$ cat config.mk
export PLATFORM = sky130hd
export DESIGN_NAME = iob_rdata_align
export DESIGN_NICKNAME = d
export VERILOG_FILES = /design/src/verilog/iob_wb_pkg.sv /design/src/verilog/iob_rdata_align.sv
export SDC_FILE = /design/constraint.sdc
export NUM_CORES = 1
export LEC_CHECK = 0
export BUFFER_PORTS_ARGS = -buffer_cell sky130_fd_sc_hd__buf_2
export CAP_MARGIN = 10
export CORE_MARGIN = 5
export CORE_UTILIZATION = 30
export CTS_CLUSTER_SIZE = 30
export DETAILED_ROUTE_END_ITERATION = 6
export HOLD_SLACK_MARGIN = 0.02
export PLACE_DENSITY = 0.7
export SETUP_SLACK_MARGIN = 0.4
export SYNTH_ARGS = -nofsm -noshare
export SYNTH_HDL_FRONTEND = slang
export SYNTH_SLANG_ARGS = --single-unit
$ cat constraint.sdc
create_clock -name clk_i -period 2.3 [get_ports clk_i]
set_input_delay 0 -clock clk_i [delete_from_list [all_inputs] [get_ports clk_i]]
set_output_delay 0 -clock clk_i [all_outputs]
set_load 0.02 [all_outputs]
$ cat src/verilog/iob_wb_pkg.sv
package iob_wb_pkg;

   // byte addressed bus with 32-bit words.
   localparam int ADDR_W = 32;
   localparam int DATA_W = 32;
   localparam int STRB_W = DATA_W / 8;

   // request queue between the IOb port and the bridge.
   localparam int QUEUE_DEPTH = 4;
   localparam int QPTR_W      = $clog2(QUEUE_DEPTH);
   localparam int QCNT_W      = $clog2(QUEUE_DEPTH + 1);

   // on-chip word memory.
   localparam int MEM_WORDS = 256;
   localparam int WORD_AW   = $clog2(MEM_WORDS);

   // wait states before ack.
   localparam int RAM_WAIT = 2;
   // at least one bit, even with no wait states.
   localparam int WAIT_W   = $clog2(RAM_WAIT + 2);

   // each read returns this many bytes, starting at the addressed byte.
   localparam int READ_BYTES = 2;

   // byte select of a read at offset 0.
   localparam logic [STRB_W-1:0] READ_SEL = STRB_W'((1 << READ_BYTES) - 1);

   // data mask applied after the read data is shifted down.
   localparam logic [DATA_W-1:0] READ_MASK =
      DATA_W'((64'd1 << (8 * READ_BYTES)) - 1);

endpackage

$ cat src/verilog/iob_rdata_align.sv
module iob_rdata_align (
   input  logic                          clk_i,
   input  logic                          arst_n_i,
   // byte offset of each request as it leaves the queue.
   input  logic                          req_valid_i,
   input  logic [1:0]                    req_offset_i,
   // read response from the bridge.
   input  logic                          rvalid_i,
   input  logic [iob_wb_pkg::DATA_W-1:0] rdata_i,
   output logic                          rvalid_o,
   output logic [iob_wb_pkg::DATA_W-1:0] rdata_o
);

   import iob_wb_pkg::*;

   // one cycle is outstanding past the bridge, so a single offset is kept.
   logic [1:0] offset_r;

   always_ff @(posedge clk_i or negedge arst_n_i) begin
      if (!arst_n_i) begin
         rvalid_o <= 1'b0;
      end else begin
         rvalid_o <= rvalid_i;
      end
   end

   always_ff @(posedge clk_i) begin
      if (req_valid_i) begin
         offset_r <= req_offset_i;
      end
      // shift the addressed byte to bit 0 and keep READ_BYTES bytes.
      if (rvalid_i) begin
         rdata_o <= (rdata_i >> {offset_r, 3'b000}) & READ_MASK;
      end
   end

endmodule

==> flow_metrics.py <==
metrics = {
    "die": {
        "initial_core_util_pct": 31.6,
        "dieArea_sq_um": 4870,
        "pin_count": 71,
        "dieWidth_microns": 69.8,
        "coreArea_sq_um": 3390,
        "rows": 21,
        "die_y_microns": 69.8,
    },
    "finish": {
        "drive_above_1_share_pct": 51.5,
        "area_growth_syn_to_layout_pct": 38.7,
        "antenna_cells": 0,
        "layout.nets": 175,
    },
    "timing": {
        "slew_headroom_pct": 60.9,
        "rsz0062_at_grt": "false",
        "hold_viol": 0,
        "min_period_ns": 1.54,
        "whs_ns": 0.0722,
        "tns_ns": 0,
        "finClkSkew_ns": 0.00269,
        "fin_crit_sh_pct": 67.0,
        "finalSetupViolCount": 0,
        "fmax_ghz": 0.649,
        "drv_slew": 0,
        "worst_pin_slew_ns": 0.585,
    },
    "routing": {
        "drtIter0Drc": 36,
        "first_pass_iters": 3,
        "totalWireLength_microns": 2450,
        "wl_per_cell_microns": 13.4,
        "vias_per_cell": 4.28,
        "drc": 0,
        "ant_nets": 0,
        "m1WireLength_microns": 949,
        "wl_met3_microns": 271,
        "topRoutingLayerUsed": "met3",
        "met2_length_microns": 1230,
        "vias": 779,
    },
    "synthesis": {
        "synth.cell_area_sq_um": 1070,
        "synth.distinct_cells": 10,
        "seq_area_frac_synth_pct": 52.7,
        "yosysMostFrequentCell": "edfxtp_1",
        "ys_async_sr_fraction_pct": 5.26,
        "synthTopCellsByArea": "edfxtp_1, mux4_2, buf_4",
        "synth_common_cells": "edfxtp_1, buf_4, mux2i_1, mux4_2, o2bb2ai_1",
        "synth_area_per_cell_sq_um": 16.2,
        "synth_ff_type": "edfxtp_1",
        "yosys_warnings": 0,
        "netlist.area_leader.share_pct": 50.4,
        "netlist_instances": 66,
        "synth_edf_count": 18,
        "synth_top_area_cell": "edfxtp_1",
        "ys_ff_latch": 19,
    },
    "cts": {
        "root_buffer": "clkbuf_4",
        "numClockSinks": 19,
        "cts.clk_slew.worst_paths_ns": 0.11,
        "cts_buffer_depth": 2,
        "cts_resized": 0,
        "clock_latency_ns": 0.29,
        "cts_tree": "done",
        "htree_levels": 1,
        "cts_inserted_buffers": 3,
    },
    "pwr": {
        "p_per_area_nw_per_um2": 550,
        "vdd_drop_max_v": 0.000331,
        "leakage_nw": 0.666,
    },
    "critical_path": {
        "end_kind": "flop",
        "start_kind": "flop",
        "crit_arrival_ns": 1.68,
        "reg2reg_slack_ns": 0.76,
        "crit_path_max_fanout": 11,
        "worstSetupPathType": "reg2reg",
        "cp.required_ns": 2.44,
    },
    "global_route": {
        "overflow": 0,
        "antenna_found_initial": 0,
        "grt_max_degree": 18,
        "grt_pass1_wl_microns": 4010,
        "grt_pass1_vias": 884,
        "grt_use_total_pct": 10.1,
    },
    "placement": {
        "dp_hpwl_microns": 1910,
        "portBuffers": 54,
        "gp_congestion": 0.842,
    },
    "job": {
        "maxCapViolations": 0,
    },
    "status": {
        "status": "finished, final reports clean",
    },
    "hold_path": {
        "hold_path.class": "in2reg",
    },
}
==> cell type report <==
type                       count  area (sq um)
timing repair buffer          72           440
sequential                    19           566
clock inverter                 1          5.00
multi-input combinational     41           397
fill                         305          1900
clock buffer                   3          22.5
tap                           46          57.6
==> metal layers <==
metal | vias up | global-route usage [%]
met5 | - | 0
met4 | 0 | 1.28
met3 | 0 | 4.49
met2 | 46 | 18.5
met1 | 364 | 11.0
li1 | 369 | -
==> power breakdown <==
part	internal, W	switching (W)	total, W
Combinational	0.000104	0.000114	0.000218
Clock	0.0000647	0.000105	0.000169
Sequential	0.000417	0.0000152	0.000432
Total	0.000585	0.000234	0.000819
==> worst paths after layout <==
check | depth (start not counted) | endpoint | startpoint
worst max-delay path | 2 | rdata_o[11] | offset_r[0]
worst min-delay path | 3 | rdata_o[12] | rdata_i[12]
worst max register to register | 2 | rdata_o[11] | offset_r[0]
worst min register to register | 1 | rdata_o[8] | offset_r[1]
max in group asynchronous | 3 | rvalid_o | arst_n_i
min in group asynchronous | 3 | rvalid_o | arst_n_i
==> cell families after synthesis <==
kind of cell    Yosys count  synth area share (%)
flops                    19                  52.7
buf+inv                  21                  15.5
mux                      16                  24.3
other cells               1                 0.350
simple gates              1                 0.584
compound gates            8                  6.53
==> worst max-delay path: stages, from the launching register on <==
cell and delay (ns):
edfxtp_1 0.64, nor2b_1 0.56, o2bb2ai_1 0.19
==> flip-flops by register name, summed over array words and instances (netlist names) <==
signal	flops
rvalid_o	1
rdata_o	16
offset_r	2
==> placed cells by master, fill, tap and decap left out <==
master,n
mux4_2,8
o2bb2ai_1,8
nor2b_1,1
clkinv_2,1
dfrtp_1,1
buf_4,4
conb_1,16
clkbuf_4,3
dlygate4sd3_1,14
buf_2,54
edfxtp_1,18
mux2i_1,8
==> what timing repair did <==
action | CTS | global route
hold endpoints to repair | 14 | 0
setup endpoints to repair | 0 | 0
hold buffers | 14 | 0
buffers inserted | 0 | 0
==> metrics by stage <==
step / worst slack [ns] / cell area, sq um / utilization, % / total power [W] / instances
final: 0.760 / 1490 / 43.9 / 0.000819 / 182
after global routing: 0.602 / 1490 / 43.9 / 0.000864 / 182
after CTS: 0.717 / 1490 / 43.9 / 0.000834 / 182
after detailed placement: 0.740 / 1320 / 38.9 / 0.000641 / 164
after global placement: 0.808 / 1320 / 38.9 / 0.000635 / 164
after floorplan: 1.09 / 1130 / - / 0.000589 / 81
No activity file was read; power rests on OpenSTA's default activity.
