## src/verilog/iob_wb_pkg.sv

```systemverilog
package iob_wb_pkg;

   // byte addressed bus with 32-bit words.
   localparam int ADDR_W = 32;
   localparam int DATA_W = 32;
   localparam int STRB_W = DATA_W / 8;

   // request queue between the IOb port and the bridge.
   localparam int QUEUE_DEPTH = 4;
   localparam int QPTR_W      = $clog2(QUEUE_DEPTH);
   localparam int QCNT_W      = $clog2(QUEUE_DEPTH + 1);

   // on-chip word memory.
   localparam int MEM_WORDS = 256;
   localparam int WORD_AW   = $clog2(MEM_WORDS);

   // wait states before ack.
   localparam int RAM_WAIT = 2;
   // at least one bit, even with no wait states.
   localparam int WAIT_W   = $clog2(RAM_WAIT + 2);

   // each read returns this many bytes, starting at the addressed byte.
   localparam int READ_BYTES = 2;

   // byte select of a read at offset 0.
   localparam logic [STRB_W-1:0] READ_SEL = STRB_W'((1 << READ_BYTES) - 1);

   // data mask applied after the read data is shifted down.
   localparam logic [DATA_W-1:0] READ_MASK =
      DATA_W'((64'd1 << (8 * READ_BYTES)) - 1);

endpackage

```

## src/verilog/iob_iob2wishbone.sv

```systemverilog
module iob_iob2wishbone (
   input  logic                          clk_i,
   input  logic                          arst_n_i,

   // IOb side.
   input  logic                          iob_avalid_i,
   input  logic [iob_wb_pkg::ADDR_W-1:0] iob_addr_i,
   input  logic [iob_wb_pkg::DATA_W-1:0] iob_wdata_i,
   input  logic [iob_wb_pkg::STRB_W-1:0] iob_wstrb_i,
   output logic                          iob_ready_o,
   output logic                          iob_rvalid_o,
   output logic [iob_wb_pkg::DATA_W-1:0] iob_rdata_o,

   // Wishbone master side.
   output logic [iob_wb_pkg::ADDR_W-1:0] wb_addr_o,
   output logic [iob_wb_pkg::STRB_W-1:0] wb_select_o,
   output logic                          wb_we_o,
   output logic                          wb_cyc_o,
   output logic                          wb_stb_o,
   output logic [iob_wb_pkg::DATA_W-1:0] wb_data_o,
   input  logic                          wb_ack_i,
   input  logic [iob_wb_pkg::DATA_W-1:0] wb_data_i
);

   import iob_wb_pkg::*;

   logic              accept;
   logic              busy_r;
   logic              we;
   logic [STRB_W-1:0] select;

   logic [ADDR_W-1:0] addr_r;
   logic [DATA_W-1:0] wdata_r;
   logic [STRB_W-1:0] select_r;
   logic              we_r;

   logic              ack_r;
   logic [DATA_W-1:0] rdata_r;

   // one bus cycle at a time; a new request waits until the cycle after ack.
   assign iob_ready_o = ~busy_r;
   assign accept      = iob_avalid_i & iob_ready_o;

   assign we     = |iob_wstrb_i;
   assign select = we ? iob_wstrb_i : READ_SEL << iob_addr_i[1:0];

   // the accepted request goes on the bus at once, then the registered copy holds it.
   assign wb_stb_o    = accept | busy_r;
   assign wb_cyc_o    = wb_stb_o;
   assign wb_addr_o   = accept ? iob_addr_i : addr_r;
   assign wb_data_o   = accept ? iob_wdata_i : wdata_r;
   assign wb_select_o = accept ? select : select_r;
   assign wb_we_o     = accept ? we : we_r;

   // writes are posted, so only a read gets a response.
   assign iob_rvalid_o = ack_r & ~we_r;
   assign iob_rdata_o  = rdata_r;

   always_ff @(posedge clk_i or negedge arst_n_i) begin
      if (!arst_n_i) begin
         busy_r <= 1'b0;
         we_r   <= 1'b0;
         ack_r  <= 1'b0;
      end else begin
         if (accept) begin
            busy_r <= 1'b1;
            we_r   <= we;
         end else if (wb_ack_i) begin
            busy_r <= 1'b0;
         end
         ack_r <= wb_ack_i;
      end
   end

   always_ff @(posedge clk_i) begin
      if (accept) begin
         addr_r   <= iob_addr_i;
         wdata_r  <= iob_wdata_i;
         select_r <= select;
      end
      rdata_r <= wb_data_i;
   end

endmodule

```

## config.mk

```make
export PLATFORM = sky130hd
export DESIGN_NAME = iob_iob2wishbone
export DESIGN_NICKNAME = d
export VERILOG_FILES = /design/src/verilog/iob_wb_pkg.sv /design/src/verilog/iob_iob2wishbone.sv
export SDC_FILE = /design/constraint.sdc
export NUM_CORES = 1
export LEC_CHECK = 0
export BUFFER_PORTS_ARGS = -buffer_cell sky130_fd_sc_hd__buf_2
export CAP_MARGIN = 30
export CORE_MARGIN = 2
export CORE_UTILIZATION = 44
export CTS_CLUSTER_SIZE = 30
export DETAILED_ROUTE_END_ITERATION = 8
export PLACE_DENSITY = 0.84
export SLEW_MARGIN = 20
export SYNTH_ARGS = -nofsm -noshare
export SYNTH_HDL_FRONTEND = slang
export SYNTH_SLANG_ARGS = --single-unit
export TNS_END_PERCENT = 30
```

## constraint.sdc

```tcl
create_clock -name clk_i -period 2.9 [get_ports clk_i]
set_input_delay 0 -clock clk_i [delete_from_list [all_inputs] [get_ports clk_i]]
set_output_delay 0 -clock clk_i [all_outputs]
set_load 0.03 [all_outputs]
```

==> impl_metrics.yaml, run 1 <==
yosys:
  synthSimpleGateAreaFrac_pct: 3.01
  ys_seq_area_share_pct: 67.6
  ys_types: 20
  synth_top_family_by_area: "multiplexers"
  yosys_register_bits: 103
  synth_compound_area_share_pct: 1.71
  synth_area_mm2: 0.00307
  synthMuxAreaShare_pct: 24.1
  synth_adder_area_share_pct: 0.407
  yosysWarningCount: 0
  syn_avg_cell_area_um2: 15.4
  synth_xor_area_share_pct: 0
  synth_nets: 305
  synthCells: 200
floorplanning:
  placementRows: 30
  pin_count: 209
  initial_core_util_pct: 45.5
  die_h_um: 87.6
  die_w_um: 87.6
place:
  hpwl_mm: 5.58
  io_buffers: 208
  gp_congestion: 0.824
cts:
  cts_hold_buffers: 101
  clock_sinks: 103
  cts_buffers: 9
  clock_path_buffers: 2
  post-cts-setup-buffer-count: 0
  htreeDepth: 3
  clock-root-buffer: "clkbuf_8"
  cts_resized: 0
outcome:
  status: "did not finish"
  firstError: "[ERROR RSZ-0060] Max buffer count reached."
  haltStage: "clock tree synthesis (4_1_cts)"
## Yosys cell counts
master	count	area (µm²)
dfxtp_1	100	2000
ha_1	1	12.5
buf_4	6	45.0
a2bb2oi_1	2	17.5
nand3b_1	2	15.0
or2_2	1	6.26
nand2b_1	2	12.5
buf_6	3	33.8
mux2_4	5	75.1
dfrtp_1	3	75.1
mux2_2	59	664
or4b_2	1	10.0
nor2b_1	2	12.5
o221ai_1	2	17.5
o32a_1	1	10.0
nor3b_1	2	15.0
or4b_4	1	13.8
or4_1	1	7.51
a21boi_0	1	7.51
inv_1	5	18.8
## stage by stage
stage,instance area [µm²],utilization [%],setup WS [ps],std cells,hold slack [ps]
after floorplan,3070,-,1150,200,-296
after global placement,4160,61.5,1230,481,-200
after detailed placement,4160,61.5,1190,481,-196
## cells by family after synthesis
family,Yosys count
fa+ha+maj,1
compound gates,6
flops,103
simple gates,12
mux,64
buf+inv,14
==> run 2: changes to the inputs <==
Settings changed: CORE_UTILIZATION 44 to 30, CTS_CLUSTER_SIZE 30 to not set, PLACE_DENSITY 0.84 to not set, PLACE_DENSITY_LB_ADDON set to 0.15.
==> run 2 against run 1 <==
Against the previous run: synthesized area unchanged; synthesized cell count is the same; the run now ends clean.
==> impl_metrics.yaml, run 2 <==
floorplanning:
  dieArea_mm2: 0.0111
  initial_core_util_pct: 31.1
  placementRows: 36
  core_area_mm2: 0.00986
  pin_count: 209
  die_w_um: 105
  die_h_um: 105
yosys:
  yosysWarningCount: 0
  synth_top_family_by_area: "multiplexers"
  synthSimpleGateAreaFrac_pct: 3.01
  synth_nets: 305
  synthMuxAreaShare_pct: 24.1
  async_flop_share_pct: 2.91
  synth_area_mm2: 0.00307
  synth_edf_count: 0
  synth.most_common_cell: "dfxtp_1"
  yosysTopAreaCell: "dfxtp_1"
  synth_compound_area_share_pct: 1.71
  ys_types: 20
  synthCells: 200
  synth_common_cells: "100 x dfxtp_1, 59 x mux2_2, 6 x buf_4, 5 x inv_1, 5 x mux2_4"
  ys.flop_type: "dfxtp_1"
  ys_seq_area_share_pct: 67.6
  yosys_register_bits: 103
  synth_xor_area_share_pct: 0
  synth_area_leaders: "dfxtp_1 65%, mux2_2 22%, dfrtp_1 2.4%"
  synth_top_cell_area_share_pct: 65.2
  synth_adder_area_share_pct: 0.407
  syn_avg_cell_area_um2: 15.4
route:
  vias: 2661
  drtPass1Iterations: 4
  detail-route-antenna-nets: 0
  drt_wl_total_mm: 8.69
  wl_per_cell_um: 13.3
  routed_via_density: 4.06
  drtIter0Drc: 67
  drc: 0
sta:
  max_clock_freq_mhz: 444
  drv_slew: 0
  final.min_clock_period_ps: 2250
  clock_skew_ps: 10.3
  setup_violations: 0
  worst_pin_slew_ps: 391
  fin_crit_sh_pct: 77.6
  grt_setup_unrepaired: "no"
  relSlewSlack_pct: 74.0
  finalHoldViolCount: 0
  fin_setup_tns_ps: 0
place:
  io_buffers: 208
  gp_congestion: 0.753
  hpwl_mm: 5.46
power_and_ir_drop:
  p_clk_share_pct: 20.9
  seq_power_share_pct: 43.4
  p_sw_mw: 1.46
  p_leak_nw: 2.57
  cellPowerDensity_mw_per_mm2: 742
  p_sw_share_pct: 35.8
  p_int_mw: 2.61
  vdd_drop_max_mv: 0.412
  pwr-share-comb_pct: 35.7
cells_and_area:
  final_core_utilization_pct: 55.5
  diodes: 0
  mostFrequentLayoutCell: "buf_2"
  fill_cells: 849
  layout.nets: 622
  drive_gt1_share_pct: 56.1
  area_growth_pct: 78.3
  final_cell_mix: "208 x buf_2, 106 x dlygate4sd3_1, 100 x dfxtp_1"
global_route:
  gr-total-overflow: 0
  track_usage_pct: 15.8
  grt_pass1_vias: 2963
  antenna_found_initial: 0
  grt_max_degree: 70
  grt_pass1_wl_mm: 13.8
outcome:
  status: "completed"
cts:
  post-cts-setup-buffer-count: 0
  clock-root-buffer: "clkbuf_8"
  clock_sinks: 103
  clock_path_buffers: 2
  cts_tree: "done"
  clk_latency_ps: 350
  cts_hold_buffers: 106
  cts_resized: 0
  cts_buffers: 9
  clk_pin_slew_worst_paths_ps: 100
  htreeDepth: 3
setup_path:
  cp.required_ps: 3200
  setup.worst_path.end: "select_r[1]"
  reg2reg_to: "select_r[1]"
  end_kind: "flip-flop"
  critPathLaunchType: "input pin"
  critPathLaunch: "iob_addr_i[1]"
  path_max_fanout: 4
  path_class: "in2reg"
  r2r_slack_ps: 1050
  rr_worst_depth: 4
  r2r-start: "busy_r"
  crit_arrival_ps: 2550
worst_hold_path:
  worst_hold_path_type: "in2reg"
  min_path_cells: 2
flow_run:
  max_cap_violations: 0
-- run 2: worst max-delay path, cell delays in order --
cell and delay, ps:
dlygate4sd3_1 540, buf_2 140, or4_1 520, dlygate4sd3_1 570
a2bb2oi_1 200, dlygate4sd3_1 580
-- run 2: per-stage QoR --
step	power (mW)	setup WS, ps	hold WS (ps)	std cells	area [µm²]
floorplan	2.75	1150	-296	200	3070
global placement	3.12	1340	-197	533	4230
detailed placement	3.14	1310	-200	533	4230
CTS	4.13	728	235	655	5480
global route	4.29	579	251	655	5480
finish	4.07	650	272	655	5480
-- run 2: logic make-up (layout without fill, tap and decap cells) --
logic type                 after synthesis  in the layout
and+or+nand+nor                         12             12
muxes                                   64             64
adders and majority gates                1              1
AOI/OAI and AO/OA                        6              6
DFF                                    103            103
buffers and inverters                   14            336
-- run 2: final cells by class --
class                   count  area [µm²]  share of cell area, %
well taps                 133         166                   3.04
multi-input cells          83         905                   16.5
flip-flops and latches    103        2080                   37.9
clock inverters             6        50.0                  0.914
repair buffers            315        2120                   38.7
inverters                   5        18.8                  0.343
clock buffers              10         138                   2.51
-- run 2: worst min path at each step --
stage                  start         endpoint  slack [ps]
2_1_floorplan       arst_n_i            ack_r        -300
3_3_place_gp        arst_n_i            ack_r        -200
3_5_place_dp        arst_n_i            ack_r        -200
4_1_cts        wb_data_i[20]  iob_rdata_o[20]         230
5_1_grt        wb_data_i[15]  iob_rdata_o[15]         250
6_report        wb_data_i[2]   iob_rdata_o[2]         270
-- run 2: power by group through the flow --
stage	Clock [mW]	Sequential [mW]	Combinational, mW
5_1_grt	0.955	1.80	1.54
4_1_cts	0.900	1.77	1.46
2_1_floorplan	0	1.83	0.929
3_3_place_gp	0	1.79	1.33
3_5_place_dp	0	1.80	1.34
6_report	0.850	1.76	1.45
-- run 2: per-layer routing --
| layer | GRT usage [%] | wire length (µm) | vias to the layer above |
|---|---|---|---|
| li1 | - | - | 1317 |
| met1 | 15.6 | 3250 | 1216 |
| met2 | 29.9 | 4650 | 124 |
| met3 | 6.18 | 732 | 4 |
| met4 | 5.14 | 62 | 0 |
| met5 | 0 | 0 | - |
No activity file was read; power rests on OpenSTA's default activity.
