### config.mk
export PLATFORM = sky130hd
export DESIGN_NAME = iob_req_queue
export DESIGN_NICKNAME = d
export VERILOG_FILES = /design/src/verilog/iob_wb_pkg.sv /design/src/verilog/iob_req_queue.sv
export SDC_FILE = /design/constraint.sdc
export NUM_CORES = 1
export LEC_CHECK = 0
export ABC_AREA = 0
export BUFFER_PORTS_ARGS = -buffer_cell sky130_fd_sc_hd__buf_2
export CORE_AREA = 2 2 243 149
export CTS_CLUSTER_DIAMETER = 60
export DETAILED_ROUTE_END_ITERATION = 10
export DIE_AREA = 0 0 245 151
export GPL_ROUTABILITY_DRIVEN = 1
export PLACE_DENSITY = 0.48
export SYNTH_ARGS = -nofsm -noshare
export SYNTH_HDL_FRONTEND = slang
export SYNTH_SLANG_ARGS = --single-unit
export TNS_END_PERCENT = 5
### constraint.sdc
create_clock -name clk_i -period 2.7 [get_ports clk_i]
set_input_delay 0.405 -clock clk_i [delete_from_list [all_inputs] [get_ports clk_i]]
set_output_delay 0.405 -clock clk_i [all_outputs]
set_load 0.02 [all_outputs]
### src/verilog/iob_wb_pkg.sv
package iob_wb_pkg;

   // byte addressed bus with 32-bit words.
   localparam int ADDR_W = 32;
   localparam int DATA_W = 32;
   localparam int STRB_W = DATA_W / 8;

   // request queue between the IOb port and the bridge.
   localparam int QUEUE_DEPTH = 4;
   localparam int QPTR_W      = $clog2(QUEUE_DEPTH);
   localparam int QCNT_W      = $clog2(QUEUE_DEPTH + 1);

   // on-chip word memory.
   localparam int MEM_WORDS = 256;
   localparam int WORD_AW   = $clog2(MEM_WORDS);

   // wait states before ack.
   localparam int RAM_WAIT = 2;
   // at least one bit, even with no wait states.
   localparam int WAIT_W   = $clog2(RAM_WAIT + 2);

   // each read returns this many bytes, starting at the addressed byte.
   localparam int READ_BYTES = 2;

   // byte select of a read at offset 0.
   localparam logic [STRB_W-1:0] READ_SEL = STRB_W'((1 << READ_BYTES) - 1);

   // data mask applied after the read data is shifted down.
   localparam logic [DATA_W-1:0] READ_MASK =
      DATA_W'((64'd1 << (8 * READ_BYTES)) - 1);

endpackage

### src/verilog/iob_req_queue.sv
module iob_req_queue (
   input  logic                          clk_i,
   input  logic                          arst_n_i,
   // push side, from the IOb master.
   input  logic                          avalid_i,
   input  logic [iob_wb_pkg::ADDR_W-1:0] addr_i,
   input  logic [iob_wb_pkg::DATA_W-1:0] wdata_i,
   input  logic [iob_wb_pkg::STRB_W-1:0] wstrb_i,
   output logic                          ready_o,
   // pop side, towards the bridge.
   output logic                          avalid_o,
   output logic [iob_wb_pkg::ADDR_W-1:0] addr_o,
   output logic [iob_wb_pkg::DATA_W-1:0] wdata_o,
   output logic [iob_wb_pkg::STRB_W-1:0] wstrb_o,
   input  logic                          ready_i
);

   import iob_wb_pkg::*;

   logic [ADDR_W-1:0] addr_mem  [QUEUE_DEPTH];
   logic [DATA_W-1:0] wdata_mem [QUEUE_DEPTH];
   logic [STRB_W-1:0] wstrb_mem [QUEUE_DEPTH];

   logic [QPTR_W-1:0] wr_ptr;
   logic [QPTR_W-1:0] rd_ptr;
   logic [QCNT_W-1:0] count;
   logic              push;
   logic              pop;

   // back-pressure only once every entry is taken.
   assign ready_o  = (count != QCNT_W'(QUEUE_DEPTH));
   assign avalid_o = (count != '0);

   assign push = avalid_i & ready_o;
   assign pop  = avalid_o & ready_i;

   assign addr_o  = addr_mem[rd_ptr];
   assign wdata_o = wdata_mem[rd_ptr];
   assign wstrb_o = wstrb_mem[rd_ptr];

   always_ff @(posedge clk_i or negedge arst_n_i) begin
      if (!arst_n_i) begin
         wr_ptr <= '0;
         rd_ptr <= '0;
         count  <= '0;
      end else begin
         if (push) begin
            if (wr_ptr == QPTR_W'(QUEUE_DEPTH - 1)) begin
               wr_ptr <= '0;
            end else begin
               wr_ptr <= wr_ptr + 1'b1;
            end
         end
         if (pop) begin
            if (rd_ptr == QPTR_W'(QUEUE_DEPTH - 1)) begin
               rd_ptr <= '0;
            end else begin
               rd_ptr <= rd_ptr + 1'b1;
            end
         end
         if (push && !pop) begin
            count <= count + 1'b1;
         end else if (pop && !push) begin
            count <= count - 1'b1;
         end
      end
   end

   always_ff @(posedge clk_i) begin
      if (push) begin
         addr_mem[wr_ptr]  <= addr_i;
         wdata_mem[wr_ptr] <= wdata_i;
         wstrb_mem[wr_ptr] <= wstrb_i;
      end
   end

endmodule

==> impl_metrics.ini, run 1 <==
[logic_synthesis]
synth.distinct_cells = 18
synthXorXnorAreaFrac_pct = 0.2544
synthTopCellsByArea = edfxtp_1, mux4_2, dfrtp_1
avgSynthCellArea_um2 = 26.28
synthFlopType = edfxtp_1
synth_edf_count = 272
synth_top_family_by_area = multiplexers
yosys_warnings = 0
syn_nets = 472
yosysTopAreaCellShare_pct = 79.09
synth_seq_cells = 279
syn_area_mm2 = 0.01033
netlist_instances = 393
synthMuxAreaShare_pct = 15.37
synth_compound_area_share_pct = 0.1090
synth_area_leader_cell = edfxtp_1
synth.most_common_cell = edfxtp_1
synthSimpleGateAreaFrac_pct = 0.5694
synthAdderAreaFrac_pct = 0.9208
synth_commonest_cells = edfxtp_1, mux4_2, buf_12, buf_2, dfrtp_1
async_flop_share_pct = 2.509
seq_area_frac_synth_pct = 80.79

[routing]
routed-via-count = 4701
wire_per_inst_um = 20.66
top_layer = met5
drtIter0Drc = 247
wl_met1_mm = 9.593
drt_drc_violations_left = 0
viasPerCell = 4.464
wl_met2_mm = 10.37
drt_wl_total_mm = 21.75
wl_met3_mm = 1.252
drtAntennaViolNets = 0
drt-pass1-iter-count = 4

[final_layout]
layout-drive-gt1-share_pct = 47.52
nNetsFinal = 644
fill_cells = 3166
area_growth_pct = 21.89
instances_no_fill = 1053
design_area_mm2 = 0.01259

[sta]
maxSlewHeadroom_pct = 69.85
rsz0062_at_grt = no
fin_crit_sh_pct = 95.25
hold_viol = 0
fin_skew_ns = 0.009647
worst_pin_slew_ns = 0.4523
finalSetupViolCount = 0
period_needed_ns = 2.572
slew_viol_final = 0
max_freq_mhz = 388.8

[clock_network]
clock-sinks = 279
clk-insertion-delay-late_ns = 0.54
cts-root-buf = clkbuf_16
htreeDepth = 1
cts_tree = built
cts_buffers = 29
path_clk_slew_ns = 0.06
ctsLongestPathBuffers = 3

[setup_path]
r2r_setup_slack_ns = 0.56
cp-start-kind = flop
crit_arrival_ns = 2.17
critPathKind = flop to output pin
worst-path-max-fanout = 48
required_ns = 2.30
end_kind = output pin

[floorplan]
die-area_mm2 = 0.03700
start_util_pct = 29.78
pin_count = 142
rows = 53
fp.dieW_um = 245
fp.dieH_um = 151
coreArea_mm2 = 0.03468

[placed_design]
place_inst = 999
place_hpwl_mm = 13.51
finalWeightedCongestion = 0.6755
port_buffers = 141
placed_area_mm2 = 0.01165

[power_and_ir_drop]
vdd_drop_max_v = 0.0005084
power.density_mw_per_mm2 = 1150
p_leak_nw = 4.246

[status]
status = finished clean

[job]
cap_violations = 0

[global_routing]
grt_pass1_vias = 5089
track_usage_pct = 11.73
antenna_found_initial = 6
grt_max_degree = 49
grt-ovfl-total = 0
grt_pass1_wl_mm = 31.77

[worst_hold_path]
hp-class = input port to flop
## where the power goes
| group | internal, mW | leakage, nW | switching [mW] |
|---|---|---|---|
| Sequential | 5.72 | 2.57 | 0.291 |
| Combinational | 1.94 | 1.23 | 2.77 |
| Clock | 2.16 | 0.442 | 1.58 |
| Total | 9.82 | 4.25 | 4.65 |
## flip-flops by register name (all words and copies together) (netlist names)
name and flops:
addr_mem 128, wdata_mem 128, wstrb_mem 16, count 3
rd_ptr 2, wr_ptr 2
## layer usage
layer	global-route usage [%]	up-vias
met5	0	-
met4	2.866	6
met3	3.508	42
met2	19.25	120
met1	15.39	2493
li1	-	2040
## worst max-delay path, cell delays in order (launching register included)
cell and delay [ns]:
dfrtp_4 0.43, buf_12 0.36, mux4_2 0.62, buf_2 0.19
## timing repair
item                                    4_1_cts  5_1_grt
hold buffers                                  1        0
hold endpoints to repair                      7        0
setup buffers                                 0        1
gates resized for setup                       2        0
endpoints found under the setup margin        5        2
## worst paths after layout
path | from | end | depth (start not counted)
setup / recovery | rd_ptr[0]$_DFFE_PN0P_ | wdata_o[20] | 3
hold / removal | addr_i[26] | addr_mem[3][26]$_DFFE_PP_ | 1
setup reg to reg | count[0]$_DFFE_PN0P_ | addr_mem[3][7]$_DFFE_PP_ | 4
hold reg to reg | count[2]$_DFFE_PN0P_ | count[2]$_DFFE_PN0P_ | 1
max in group asynchronous | arst_n_i | rd_ptr[1]$_DFFE_PN0P_ | 2
min in group asynchronous | arst_n_i | rd_ptr[0]$_DFFE_PN0P_ | 2
## through the flow
| step | setup slack (ns) | setup TNS [ns] | hold WS [ns] | power, mW | util (%) |
|---|---|---|---|---|---|
| after floorplan | -0.09842 | -20.08 | 0.1094 | 9.327 | - |
| after global placement | 0.5559 | 0 | 0.2545 | 10.82 | 33.58 |
| after detailed placement | 0.5227 | 0 | 0.2587 | 10.91 | 33.58 |
| after CTS | 0.006726 | 0 | 0.03484 | 14.73 | 36.21 |
| after global routing | 0.01074 | 0 | 0.04525 | 15.22 | 36.29 |
| final | 0.1283 | 0 | 0.07860 | 14.47 | 36.30 |
## cell type report
cell class | instances | area (µm²) | area share (%)
multi-input combinational | 95 | 1789 | 14.21
sequential | 279 | 8351 | 66.34
antenna | 1 | 2.502 | 0.01988
timing repair buffer | 157 | 955.9 | 7.594
tap | 467 | 584.3 | 4.642
clock inverter | 17 | 150.1 | 1.193
clock buffer | 34 | 744.5 | 5.914
inverter | 3 | 11.26 | 0.08945
## cell families (layout without fill, tap and decap cells)
logic type / count (synthesis) / in the layout
xor gates and xnor gates: 3 / 3
muxes: 73 / 73
other: 0 / 1
adders and majority gates: 7 / 7
DFF: 279 / 279
buffers and inverters: 19 / 211
AOI/OAI and AO/OA: 1 / 1
and+or+nand+nor: 11 / 11
## cells in the final DEF (no fill, tap or decap), drive strengths merged
cell / synthesis / layout
mux2: 5 / 5
clkinv: 0 / 13
buf: 16 / 156
dfrtp: 7 / 7
inv: 3 / 5
fa: 1 / 1
xor2: 2 / 2
ha: 6 / 6
mux4: 68 / 68
a21boi: 1 / 1
and2: 4 / 4
or3: 1 / 1
nor2: 4 / 4
diode: 0 / 1
clkbuf: 0 / 34
xnor2: 1 / 1
bufinv: 0 / 2
dlygate4sd3: 0 / 1
edfxtp: 272 / 272
nand2: 2 / 2
(Power assumes the default switching activity.)
==> run 2: changes to the inputs <==
Settings changed: PLACE_DENSITY 0.48 to default.
==> run 2 against run 1 <==
Net effect: setup slack improved by 0.043 ns; largest power group unchanged; utilization is 0.30 points lower; clock skew rose by 0.00084 ns; combinational power fell by 4%; first-iteration DRC count up 30%.
==> impl_metrics.ini, run 2 (same netlist as run 1, synthesis figures left out) <==
[status]
status = finished clean

[clock_network]
cts_tree = built
clock-sinks = 279
cts-root-buf = clkbuf_16
ctsLongestPathBuffers = 3
cts_resized = 0
cts_buffers = 27
htreeDepth = 1
path_clk_slew_ns = 0.06
clk-insertion-delay-late_ns = 0.53

[final_layout]
reg.largest.list = addr_mem x128, wdata_mem x128, wstrb_mem x16
layout_commonest_cell = edfxtp_1
layout-drive-gt1-share_pct = 46.66
n_antenna_cell = 0
instances_no_fill = 1050
area_growth_pct = 20.87
regArea_mm2 = 0.008351
multiInputGateArea_mm2 = 0.001789
final_cell_mix = edfxtp_1, buf_2, mux4_2
nNetsFinal = 643
fill_cells = 3154

[sta]
max_freq_mhz = 395.4
rsz0062_at_grt = no
fin_skew_ns = 0.01049
period_needed_ns = 2.529
maxSlewHeadroom_pct = 71.50
hold_viol = 0
finalSetupViolCount = 0
holdWs_ns = 0.08911
slew_viol_final = 0
fin_crit_sh_pct = 93.67
worst_pin_slew_ns = 0.4276

[floorplan]
coreArea_mm2 = 0.03468
pin_count = 142
fp.dieH_um = 151
fp.dieW_um = 245
rows = 53
die-area_mm2 = 0.03700
start_util_pct = 29.78

[placed_design]
finalWeightedCongestion = 0.6887
place_hpwl_mm = 12.34
port_buffers = 141
place_inst = 1000

[routing]
routed-via-count = 4604
drt_wl_total_mm = 20.03
drtIter0Drc = 321
wire_per_inst_um = 19.08
drt_drc_violations_left = 0
drtAntennaViolNets = 0
drt-pass1-iter-count = 4
viasPerCell = 4.385

[setup_path]
required_ns = 2.30
crit_arrival_ns = 2.12
critPathKind = flop to output pin
end_kind = output pin
worst-path-max-fanout = 22
cp-start-kind = flop

[power_and_ir_drop]
power.density_mw_per_mm2 = 1127
vdd_drop_max_v = 0.0004732
p_leak_nw = 4.198
power_mw = 14.07

[global_routing]
grt_pass1_vias = 5013
antenna_found_initial = 3
grt-ovfl-total = 0
grt_max_degree = 50
grt_pass1_wl_mm = 29.86
track_usage_pct = 10.79

[worst_hold_path]
hp-class = input port to flop

[job]
cap_violations = 0
run 2: routing by layer:
layer  part of all wire [%]  GRT usage (%)
met3                    5.1          2.817
met1                     43          14.13
met2                     50          18.23
met4                    2.0          2.287
met5                      0              0
run 2: worst max-delay path, cell delays in order (launching register included):
cell and delay, ns:
dfrtp_4 0.43, buf_4 0.38, mux4_2 0.59, buf_2 0.18
run 2: what timing repair did:
action | in CTS | in global routing
buffers inserted | 1 | 0
hold endpoints to repair | 7 | 0
endpoints found under the setup margin | 1 | 0
hold buffers | 1 | 0
run 2: worst paths after layout:
check	to	slack (ns)	from	depth (start not counted)
max	wdata_o[9]	0.17	rd_ptr[0]$_DFFE_PN0P_	3
min	wstrb_mem[3][2]$_DFFE_PP_	0.09	wstrb_i[2]	1
max reg2reg	count[2]$_DFFE_PN0P_	0.60	count[0]$_DFFE_PN0P_	8
min reg2reg	count[2]$_DFFE_PN0P_	0.55	count[2]$_DFFE_PN0P_	1
max in group asynchronous	rd_ptr[1]$_DFFE_PN0P_	2.28	arst_n_i	2
min in group asynchronous	count[2]$_DFFE_PN0P_	0.24	arst_n_i	2
run 2: final cells by class:
cell class / instances / share of cell area [%]
multi-input cells: 95 / 14.33
inverters: 3 / 0.09021
flip-flops and latches: 279 / 66.89
clock inverters: 12 / 0.8620
clock buffers: 36 / 5.683
well taps: 467 / 4.681
repair buffers: 158 / 7.457
run 2: metrics by stage:
stage / TNS (ns) / utilization, % / cell area, µm² / setup slack (ns)
3_3_place_gp: 0 / 33.57 / 11640 / 0.6183
2_1_floorplan: -20.08 / - / 10330 / -0.09842
4_1_cts: 0 / 35.99 / 12480 / 0.09328
5_1_grt: 0 / 35.99 / 12480 / 0.03420
3_5_place_dp: 0 / 33.57 / 11640 / 0.5884
6_report: 0 / 35.99 / 12480 / 0.1708
run 2: where the power goes:
part	internal, mW	switching (mW)	total [mW]
Clock	2.03	1.50	3.52
Sequential	5.72	0.291	6.01
Combinational	1.90	2.63	4.53
Total	9.65	4.42	14.1
==> run 3: changes to the inputs <==
Settings changed: CORE_AREA 2 2 243 149 to 2 2 199 123, CTS_CLUSTER_DIAMETER 60 to 200, DIE_AREA 0 0 245 151 to 0 0 201 125, PLACE_DENSITY from default to 0.67.
==> run 3 against run 2 <==
Net effect: die area shrank 32%; cell area shrank 1.8%; utilization grew 16 points; register-to-register slack lost 0.05 ns; combinational power shrank 2%; final cell count shrank 14%; clock skew grew 0.0032 ns; global-route usage grew 4.2 points; fmax shrank 2.2%; setup slack lost 0.056 ns; count of clock-buffer cells in the layout shrank 5; largest power group unchanged; highest routed layer unchanged.
==> impl_metrics.ini, run 3 (same netlist as run 1, synthesis figures left out) <==
[status]
status = finished clean

[clock_network]
htreeDepth = 1
ctsLongestPathBuffers = 3
clk-insertion-delay-late_ns = 0.51
cts_tree = built
cts-root-buf = clkbuf_16
clock-sinks = 279
path_clk_slew_ns = 0.07
cts_buffers = 25
cts_resized = 0

[placed_design]
port_buffers = 141
place_inst = 851
dp_slack_ns = 0.4875
finalWeightedCongestion = 0.7072
place_hpwl_mm = 11.00
placed_area_mm2 = 0.01145

[setup_path]
worst-path-max-fanout = 40
r2r-start = count[1]$_DFFE_PN0P_
crit_path_end = wstrb_o[1]
crit_arrival_ns = 2.18
r2r_setup_slack_ns = 0.55
cp-start-kind = flop
r2r-end = count[2]$_DFFE_PN0P_
crit_path_start = rd_ptr[1]$_DFFE_PN0P_
required_ns = 2.30
rr_worst_depth = 8
end_kind = output pin
critPathKind = flop to output pin

[sta]
finalSetupViolCount = 0
tns_ns = 0
rsz0062_at_grt = no
max_freq_mhz = 386.8
finalWorstSetupSlack_ns = 0.1147
period_needed_ns = 2.585
hold_viol = 0
holdWs_ns = 0.1055
maxSlewHeadroom_pct = 66.18
worst_pin_slew_ns = 0.5073
fin_skew_ns = 0.01370
fin_crit_sh_pct = 95.75
slew_viol_final = 0

[power_and_ir_drop]
power_report.internal_total_mw = 9.635
p_switching_mw = 4.317
share_comb_of_total_power_pct = 32.0
swShare_pct = 30.94
vdd_drop_max_v = 0.0005599
power.density_mw_per_mm2 = 1138
p_leak_nw = 4.165
power_mw = 13.95
p_clk_share_pct = 24.3
pwr-share-seq_pct = 43.8

[floorplan]
fp.dieH_um = 125
coreArea_mm2 = 0.02351
start_util_pct = 43.93
die-area_mm2 = 0.02513
fp.dieW_um = 201
pin_count = 142
rows = 44

[global_routing]
antenna_found_initial = 2
grt_pass1_wl_mm = 28.65
grt-ovfl-total = 0
track_usage_pct = 14.95
grt_pass1_vias = 5006
grt_max_degree = 69

[final_layout]
final_cell_mix = edfxtp_1, buf_2, mux4_2
layout-drive-gt1-share_pct = 45.91
instances_no_fill = 899
nNetsFinal = 637
reg.largest.list = addr_mem x128, wdata_mem x128, wstrb_mem x16
regArea_mm2 = 0.008351
multiInputGateArea_mm2 = 0.001789
area_growth_pct = 18.74
layout_commonest_cell = edfxtp_1
fill_cells = 1847
design_area_mm2 = 0.01226
post-route-util_pct = 52.17

[routing]
routed-via-count = 4536
drt_wl_total_mm = 18.42
wl_met1_mm = 8.030
drtIter0Drc = 295
wire_per_inst_um = 20.49
drtAntennaViolNets = 0
drt_drc_violations_left = 0
wl_met3_mm = 1.313
top_layer = met4
wl_met2_mm = 8.756
drt-pass1-iter-count = 4
viasPerCell = 5.046

[worst_hold_path]
hp-class = input port to flop

[job]
cap_violations = 0
==> run 3: changes by cell type in the layout (fill, tap and decap cells not counted), moves of 2 or more <==
cell       before  now
buf_4           8    2
clkbuf_1        9    6
clkinv_1        5    8
buf_12          7    9
clkbuf_16      27   25
clkinv_2        4    2
diode_2         0    2
==> run 3: power groups by stage <==
| stage | Clock (mW) | Combinational (mW) | Sequential, mW |
|---|---|---|---|
| floorplan | 0 | 3.34 | 5.99 |
| global placement | 0 | 4.42 | 6.20 |
| detailed placement | 0 | 4.49 | 6.26 |
| CTS | 3.49 | 4.59 | 6.13 |
| global route | 3.66 | 4.80 | 6.20 |
| finish | 3.38 | 4.46 | 6.11 |
==> run 3: routing by layer <==
| layer | track usage (%) | vias up |
|---|---|---|
| met5 | 0 | - |
| met4 | 2.919 | 0 |
| met3 | 5.005 | 28 |
| met2 | 24.22 | 122 |
| met1 | 20.08 | 2365 |
| li1 | - | 2021 |
==> run 3: cell type report <==
class                   count  share of cell area [%]
well taps                 322                   3.285
inverters                   3                 0.09183
repair buffers            154                   7.550
flip-flops and latches    279                   68.10
multi-input cells          95                   14.59
clock buffers              31                   5.285
diodes                      2                 0.04081
clock inverters            13                   1.061
==> run 3: timing repair <==
item,CTS,global route
endpoints found under the hold margin,7,0
endpoints found under the setup margin,43,0
hold buffers,1,0
setup buffers,1,0
==> run 3: critical path, cell delays in order, from the launching register on <==
cell     delay (ns)
dfrtp_4        0.75
buf_12         0.33
mux4_2         0.37
buf_2          0.18
==> run 3: worst min-delay path by stage <==
| stage | depth (start not counted) | startpoint | end |
|---|---|---|---|
| finish | 1 | wdata_i[25] | wdata_mem[0][25]$_DFFE_PP_ |
| global route | 1 | addr_i[8] | addr_mem[3][8]$_DFFE_PP_ |
| CTS | 1 | wdata_i[25] | wdata_mem[1][25]$_DFFE_PP_ |
| detailed placement | 1 | arst_n_i | count[1]$_DFFE_PN0P_ |
| global placement | 1 | arst_n_i | count[0]$_DFFE_PN0P_ |
| floorplan | 0 | arst_n_i | count[0]$_DFFE_PN0P_ |
